--- src/hdl/board_io_pkg.sv ---
package board_io_pkg;

  // Register data and word address widths
  localparam int DATA_W = 32;
  localparam int ADDR_W = 4;

  // Board GPIO pin count
  localparam int GPIO_W = 12;

  // Clock cycles per UART bit
  localparam int UART_DIV = 8;

  // Register word addresses, bit 3 selects the UART side
  typedef enum logic [ADDR_W-1:0] {
    GPIO_OUT    = 4'd0,
    GPIO_DIR    = 4'd1,
    GPIO_IN     = 4'd2,
    UART_TXDATA = 4'd8,
    UART_STATUS = 4'd9
  } reg_addr_e;

  // UART transmitter frame states
  typedef enum logic [1:0] {
    IDLE,
    START,
    DATA,
    STOP
  } uart_state_e;

endpackage

--- src/hdl/reg_bus_if.sv ---
`timescale 1ns/10ps

interface reg_bus_if;
  import board_io_pkg::*;

  // One-cycle request strobe into a peripheral
  logic              sel;
  logic              write;
  // Word address inside the peripheral
  logic [2:0]        addr;
  logic [DATA_W-1:0] wdata;
  // Combinational read value for addr
  logic [DATA_W-1:0] rdata;

  modport host (
    output sel, write, addr, wdata,
    input  rdata
  );

  modport periph (
    input  sel, write, addr, wdata,
    output rdata
  );

endinterface

--- src/hdl/board_io_top.sv ---
`timescale 1ns/10ps

module board_io_top (
  input  logic                            i_clk,
  input  logic                            i_arst_n,
  // Register request strobe
  input  logic                            i_req_valid,
  input  logic                            i_req_write,
  input  logic [board_io_pkg::ADDR_W-1:0] i_req_addr,
  input  logic [board_io_pkg::DATA_W-1:0] i_req_wdata,
  // Response, one cycle after the request
  output logic                            o_rsp_valid,
  output logic [board_io_pkg::DATA_W-1:0] o_rsp_rdata,
  output logic                            o_rsp_err,
  // GPIO pins split into in, out and direction
  input  logic [board_io_pkg::GPIO_W-1:0] i_gpio_in,
  output logic [board_io_pkg::GPIO_W-1:0] o_gpio_out,
  output logic [board_io_pkg::GPIO_W-1:0] o_gpio_dir,
  // UART transmit line
  output logic                            o_uart_td
);

  reg_bus_if bus_gpio ();
  reg_bus_if bus_uart ();

  periph_decoder u_decoder (
    .i_clk       (i_clk),
    .i_arst_n    (i_arst_n),
    .i_req_valid (i_req_valid),
    .i_req_write (i_req_write),
    .i_req_addr  (i_req_addr),
    .i_req_wdata (i_req_wdata),
    .bus_gpio    (bus_gpio.host),
    .bus_uart    (bus_uart.host),
    .o_rsp_valid (o_rsp_valid),
    .o_rsp_rdata (o_rsp_rdata),
    .o_rsp_err   (o_rsp_err)
  );

  gpio_regs u_gpio (
    .i_clk      (i_clk),
    .i_arst_n   (i_arst_n),
    .bus        (bus_gpio.periph),
    .i_gpio_in  (i_gpio_in),
    .o_gpio_out (o_gpio_out),
    .o_gpio_dir (o_gpio_dir)
  );

  uart_tx_unit u_uart_tx (
    .i_clk     (i_clk),
    .i_arst_n  (i_arst_n),
    .bus       (bus_uart.periph),
    .o_uart_td (o_uart_td)
  );

endmodule

--- src/hdl/gpio_regs.sv ---
`timescale 1ns/10ps

module gpio_regs (
  input  logic                            i_clk,
  input  logic                            i_arst_n,
  reg_bus_if.periph                       bus,
  input  logic [board_io_pkg::GPIO_W-1:0] i_gpio_in,
  output logic [board_io_pkg::GPIO_W-1:0] o_gpio_out,
  output logic [board_io_pkg::GPIO_W-1:0] o_gpio_dir
);
  import board_io_pkg::*;

  logic [GPIO_W-1:0] gpio_meta;
  logic [GPIO_W-1:0] gpio_sync;

  // Output value and direction, 1 means driven
  always_ff @(posedge i_clk or negedge i_arst_n) begin
    if (!i_arst_n) begin
      o_gpio_out <= '0;
      o_gpio_dir <= '0;
    end else if (bus.sel && bus.write) begin
      case (reg_addr_e'({1'b0, bus.addr}))
        GPIO_OUT: o_gpio_out <= bus.wdata[GPIO_W-1:0];
        GPIO_DIR: o_gpio_dir <= bus.wdata[GPIO_W-1:0];
        default:  ;
      endcase
    end
  end

  // Two-flop synchronizer on the pin inputs
  always_ff @(posedge i_clk or negedge i_arst_n) begin
    if (!i_arst_n) begin
      gpio_meta <= '0;
      gpio_sync <= '0;
    end else begin
      gpio_meta <= i_gpio_in;
      gpio_sync <= gpio_meta;
    end
  end

  always_comb begin
    case (reg_addr_e'({1'b0, bus.addr}))
      GPIO_OUT: bus.rdata = DATA_W'(o_gpio_out);
      GPIO_DIR: bus.rdata = DATA_W'(o_gpio_dir);
      GPIO_IN:  bus.rdata = DATA_W'(gpio_sync);
      default:  bus.rdata = '0;
    endcase
  end

endmodule

--- src/hdl/periph_decoder.sv ---
`timescale 1ns/10ps

module periph_decoder (
  input  logic                             i_clk,
  input  logic                             i_arst_n,
  input  logic                             i_req_valid,
  input  logic                             i_req_write,
  input  logic [board_io_pkg::ADDR_W-1:0]  i_req_addr,
  input  logic [board_io_pkg::DATA_W-1:0]  i_req_wdata,
  reg_bus_if.host                          bus_gpio,
  reg_bus_if.host                          bus_uart,
  output logic                             o_rsp_valid,
  output logic [board_io_pkg::DATA_W-1:0]  o_rsp_rdata,
  output logic                             o_rsp_err
);
  import board_io_pkg::*;

  logic              gpio_hit;
  logic              uart_hit;
  logic [DATA_W-1:0] rsp_rdata_d;

  // Address match against the register map
  always_comb begin
    gpio_hit = 1'b0;
    uart_hit = 1'b0;
    case (reg_addr_e'(i_req_addr))
      GPIO_OUT, GPIO_DIR, GPIO_IN: gpio_hit = 1'b1;
      UART_TXDATA, UART_STATUS:    uart_hit = 1'b1;
      default:                     ;
    endcase
  end

  // Both buses see the request, only the hit side gets the strobe
  assign bus_gpio.sel   = i_req_valid & gpio_hit;
  assign bus_gpio.write = i_req_write;
  assign bus_gpio.addr  = i_req_addr[2:0];
  assign bus_gpio.wdata = i_req_wdata;

  assign bus_uart.sel   = i_req_valid & uart_hit;
  assign bus_uart.write = i_req_write;
  assign bus_uart.addr  = i_req_addr[2:0];
  assign bus_uart.wdata = i_req_wdata;

  // Pre-write read value of the addressed side, zero when unmapped
  always_comb begin
    if (gpio_hit) begin
      rsp_rdata_d = bus_gpio.rdata;
    end else if (uart_hit) begin
      rsp_rdata_d = bus_uart.rdata;
    end else begin
      rsp_rdata_d = '0;
    end
  end

  always_ff @(posedge i_clk or negedge i_arst_n) begin
    if (!i_arst_n) begin
      o_rsp_valid <= 1'b0;
      o_rsp_err   <= 1'b0;
    end else begin
      o_rsp_valid <= i_req_valid;
      o_rsp_err   <= i_req_valid & ~(gpio_hit | uart_hit);
    end
  end

  always_ff @(posedge i_clk) begin
    if (i_req_valid) begin
      o_rsp_rdata <= rsp_rdata_d;
    end
  end

endmodule

--- src/hdl/uart_tx_unit.sv ---
`timescale 1ns/10ps

module uart_tx_unit (
  input  logic      i_clk,
  input  logic      i_arst_n,
  reg_bus_if.periph bus,
  output logic      o_uart_td
);
  import board_io_pkg::*;

  uart_state_e                   state;
  logic [$clog2(UART_DIV)-1:0]   baud_cnt;
  logic                          baud_done;
  logic [2:0]                    bit_idx;
  logic [7:0]                    shift_reg;
  logic [7:0]                    tx_data;
  logic                          busy;
  logic                          tx_start;

  assign busy      = (state != IDLE);
  assign baud_done = (baud_cnt == ($clog2(UART_DIV))'(UART_DIV - 1));

  // A new frame is taken only while idle
  assign tx_start = bus.sel && bus.write && !busy &&
                    (reg_addr_e'({1'b1, bus.addr}) == UART_TXDATA);

  always_ff @(posedge i_clk or negedge i_arst_n) begin
    if (!i_arst_n) begin
      state    <= IDLE;
      baud_cnt <= '0;
      bit_idx  <= '0;
      tx_data  <= '0;
    end else begin
      case (state)
        IDLE: begin
          if (tx_start) begin
            state    <= START;
            baud_cnt <= '0;
            bit_idx  <= '0;
            tx_data  <= bus.wdata[7:0];
          end
        end
        START: begin
          baud_cnt <= baud_cnt + 1'b1;
          if (baud_done) begin
            state    <= DATA;
            baud_cnt <= '0;
          end
        end
        DATA: begin
          baud_cnt <= baud_cnt + 1'b1;
          if (baud_done) begin
            baud_cnt <= '0;
            bit_idx  <= bit_idx + 1'b1;
            // Last data bit moves on to the stop bit
            if (bit_idx == 3'd7) begin
              state <= STOP;
            end
          end
        end
        STOP: begin
          baud_cnt <= baud_cnt + 1'b1;
          if (baud_done) begin
            state    <= IDLE;
            baud_cnt <= '0;
          end
        end
        default: state <= IDLE;
      endcase
    end
  end

  // LSB first, shifted at the end of each data bit
  always_ff @(posedge i_clk) begin
    if (tx_start) begin
      shift_reg <= bus.wdata[7:0];
    end else if (state == DATA && baud_done) begin
      shift_reg <= {1'b0, shift_reg[7:1]};
    end
  end

  always_comb begin
    case (state)
      START:   o_uart_td = 1'b0;
      DATA:    o_uart_td = shift_reg[0];
      default: o_uart_td = 1'b1;
    endcase
  end

  always_comb begin
    case (reg_addr_e'({1'b1, bus.addr}))
      UART_TXDATA: bus.rdata = DATA_W'(tx_data);
      UART_STATUS: bus.rdata = DATA_W'(busy);
      default:     bus.rdata = '0;
    endcase
  end

endmodule
--- config.mk ---
export PLATFORM = sky130hd
export DESIGN_NAME = board_io_top
export DESIGN_NICKNAME = d
export VERILOG_FILES = /design/src/hdl/board_io_pkg.sv /design/src/hdl/reg_bus_if.sv /design/src/hdl/board_io_top.sv /design/src/hdl/gpio_regs.sv /design/src/hdl/periph_decoder.sv /design/src/hdl/uart_tx_unit.sv
export SDC_FILE = /design/constraint.sdc
export NUM_CORES = 1
export LEC_CHECK = 0
export ABC_AREA = 1
export BUFFER_PORTS_ARGS = -buffer_cell sky130_fd_sc_hd__buf_2
export CAP_MARGIN = 20
export CELL_PAD_IN_SITES_DETAIL_PLACEMENT = 1
export CELL_PAD_IN_SITES_GLOBAL_PLACEMENT = 1
export CORE_MARGIN = 2
export CORE_UTILIZATION = 39
export DETAILED_ROUTE_END_ITERATION = 12
export PLACE_DENSITY = 0.83
export SYNTH_ARGS = -nofsm -noshare
export SYNTH_HDL_FRONTEND = slang
export SYNTH_SLANG_ARGS = --single-unit
--- constraint.sdc ---
create_clock -name i_clk -period 2 [get_ports i_clk]
set_input_delay 0.4 -clock i_clk [delete_from_list [all_inputs] [get_ports i_clk]]
set_output_delay 0.4 -clock i_clk [all_outputs]
set_load 0.1 [all_outputs]
==> impl_results.md <==
* Final ANT Viol Nets at 0
* Filler instances at 1136
* CP startpoint: u_uart_tx.state[1]$_DFFE_PN0P_
* Synth cell types at 25
* TritonCTS Buffers at 9
* Cell depth of the worst flop-to-flop path at 7
* DRC violations left at 0
* Hold_buf cts at 0
* Final antenna diode count at 0
* Core area at 9639 µm²
* CP Data Arrival Time at 1.49 ns
* Routed len/inst at 15.74 µm
* P_leak at 2.353 nW
* #FFs+latches synth at 86
* Worst skew pair latency at 0.35 ns
* Via Count at 2773
* Synthesized area per cell at 10.17 µm²
* R2R Path Start: u_uart_tx.state[0]$_DFFE_PN0P_
* Async S/R FF share, synth at 0.7674
* Drt initial violations at 84
* Tmin final at 1.892 ns
* Initial core utilization at 0.3967
* Largest family of logic cells by synthesized area: simple AND/OR/NAND/NOR gates
* Mapped cell area at 3824 µm²
* Crit Reg-Reg Endpoint: u_uart_tx.shift_reg[7]$_SDFFCE_PP0P_
* Final nets at 512
* Register area share after synthesis at 0.5890
* Critical Path RT at 1.60 ns
* Layout Skew at 0.01057 ns
* Setup TNS at 0 ns
* Total Power at 5.185 mW
* Layout cells sized above 1 at 0.3217
* Global-route wire length before repair at 14990 µm
* Post-synth EDFFs at 20
* Gr ovfl total at 0
* Simple-gate area share of the yosys netlist at 0.2192
* GPL Wtd Cong at 0.8233
* Post-synthesis xor/xnor area fraction at 0
* Root buf cell: clkbuf_8
* Worst setup margin at 0.1085 ns
* Rows at 36
* Largest net degree at the start of global routing at 46
* Io pins at 111
* Worst Hold Class: in -> async
* CP Max Fanout at 4
* Area delta synth->final at 16.85%
* Max-slew violation count at 0
* Hold Fails Final Rpt at 0
* Worst slew margin at 0.6565
* Worst setup SP type: flop
* Clock transition at path regs at 0.09 ns
* CTS tree: done
* Clock tree buffer depth at 2
* Adder-Cell Fraction of Synth Area at 0.02618
* Slew @ Worst Pin at 0.5152 ns
* Clock sinks at 86
* Synth Area in Compound Gates at 0.06610
* DIE WIDTH at 103.0 µm
* Most used DFF post-synth: dfrtp_1
* Max-Cap Viols at 0
* Worst setup path endpoint: o_uart_td
* IR drop worst, VDD at 0.5385 mV
* Post-CTS setup repair buffer count at 0
* I/O Buffers at 70
* RSZ-0062 raised after global routing: false
* Tot GR Track Use at 0.1877
* Drt pass-1 iters at 4
* Vias/cell at 4.700
* Cells after Synth at 376
* Crit Path Class: reg -> out
* Die Y-Extent at 103.0 µm
* DP Worst Slack at 0.2461 ns
* Final setup vio count at 0
* H-tree depth at 3
* Total Wirelength at 9289 µm
* Yosys warnings at 0
* Final period utilization at 0.9458
* Initial antenna violation count at 0
* Fin util at 0.4635
* Die ar. at 10610 µm²
* P per Cell Area at 1161 nW/µm²
* Register-to-register setup slack at 0.27 ns
* Number of global-route vias before repair at 2963
* HPWL Detailed at 6678 µm
* CP Capture Type: output pin
* Max Fclk at 0.5287 GHz
* Run status: completed
* Mux cell area share after synthesis at 0
cell usage after synthesis (2+ instances only):
master	count	area, µm²
nor2_1	6	22.52
buf_6	8	90.09
inv_1	23	86.33
nor2_2	3	18.77
nor2_4	3	33.78
nand2_4	3	33.78
o21ai_1	15	75.07
edfxtp_1	20	600.6
ha_1	8	100.1
inv_2	5	18.77
nand3_1	27	135.1
o21ai_0	2	10.01
buf_4	22	165.2
buf_2	2	10.01
nand2_1	118	442.9
dfrtp_1	66	1652
nand2_2	19	118.9
o21ai_2	16	140.1
a21oi_1	4	20.02
final cells by class:
type,count,area [µm²],share of cell area
sequential,86,2252,0.5041
multi-input combinational,248,1282,0.2870
timing repair buffer,78,450.4,0.1008
clock buffer,12,177.7,0.03976
tap,133,166.4,0.03724
inverter,29,111.4,0.02492
clock inverter,4,27.53,0.006161
worst max-delay path: stages, from the launching register on:
cell and delay, ns:
dfrtp_1 0.45, inv_1 0.09, ha_1 0.21, o21ai_2 0.19
buf_12 0.19
stage by stage:
| step | instances | hold WS (ns) | area [µm²] |
|---|---|---|---|
| floorplan | 395 | 0.1044 | 3899 |
| global placement | 574 | 0.3335 | 4250 |
| detailed placement | 574 | 0.3363 | 4250 |
| CTS | 590 | 0.01661 | 4458 |
| global route | 590 | 0.02934 | 4468 |
| finish | 590 | 0.01165 | 4468 |
placed cells by master, fill, tap and decap left out, types with 7 or more instances in the layout:
| master | count |
|---|---|
| clkbuf_8 | 9 |
| nand2_1 | 118 |
| o21ai_1 | 15 |
| conb_1 | 20 |
| o21ai_2 | 17 |
| dfrtp_1 | 66 |
| nand2_2 | 19 |
| edfxtp_1 | 20 |
| nand3_1 | 27 |
| buf_2 | 69 |
| ha_1 | 7 |
| inv_1 | 23 |
metal layers:
| metal | vias up | share of wire | GRT usage |
|---|---|---|---|
| li1 | 1309 | - | - |
| met3 | 14 | 0.035 | 0.02983 |
| met1 | 1374 | 0.43 | 0.2253 |
| met4 | 0 | 0.021 | 0.06680 |
| met5 | - | 0 | 0 |
| met2 | 76 | 0.51 | 0.3407 |
power breakdown:
part	switching, mW	internal (mW)	total [mW]
Sequential	0.161	2.02	2.18
Combinational	1.35	0.419	1.77
Clock	0.635	0.604	1.24
logic make-up (layout without fill, tap and decap cells):
logic type / count (synthesis) / in the layout
other: 1 / 20
and+or+nand+nor: 182 / 182
adders and majority gates: 8 / 8
buffers and inverters: 61 / 123
DFF: 86 / 86
AOI/OAI and AO/OA: 38 / 38
timing repair:
item | 4_1_cts | 5_1_grt
endpoints found under the setup margin | 1 | 1
resized for setup | 1 | 1
endpoints found under the hold margin | 0 | 0
cloned | 0 | 0
worst min-delay path by stage:
stage,to
3_5_place_dp,u_gpio.gpio_sync[9]$_DFF_PN0_
2_1_floorplan,u_decoder.o_rsp_err$_DFF_PN0_
4_1_cts,u_gpio.gpio_meta[4]$_DFF_PN0_
5_1_grt,u_gpio.gpio_meta[4]$_DFF_PN0_
3_3_place_gp,u_gpio.gpio_sync[8]$_DFF_PN0_
6_report,u_gpio.gpio_meta[10]$_DFF_PN0_
(Power assumes the default switching activity.)
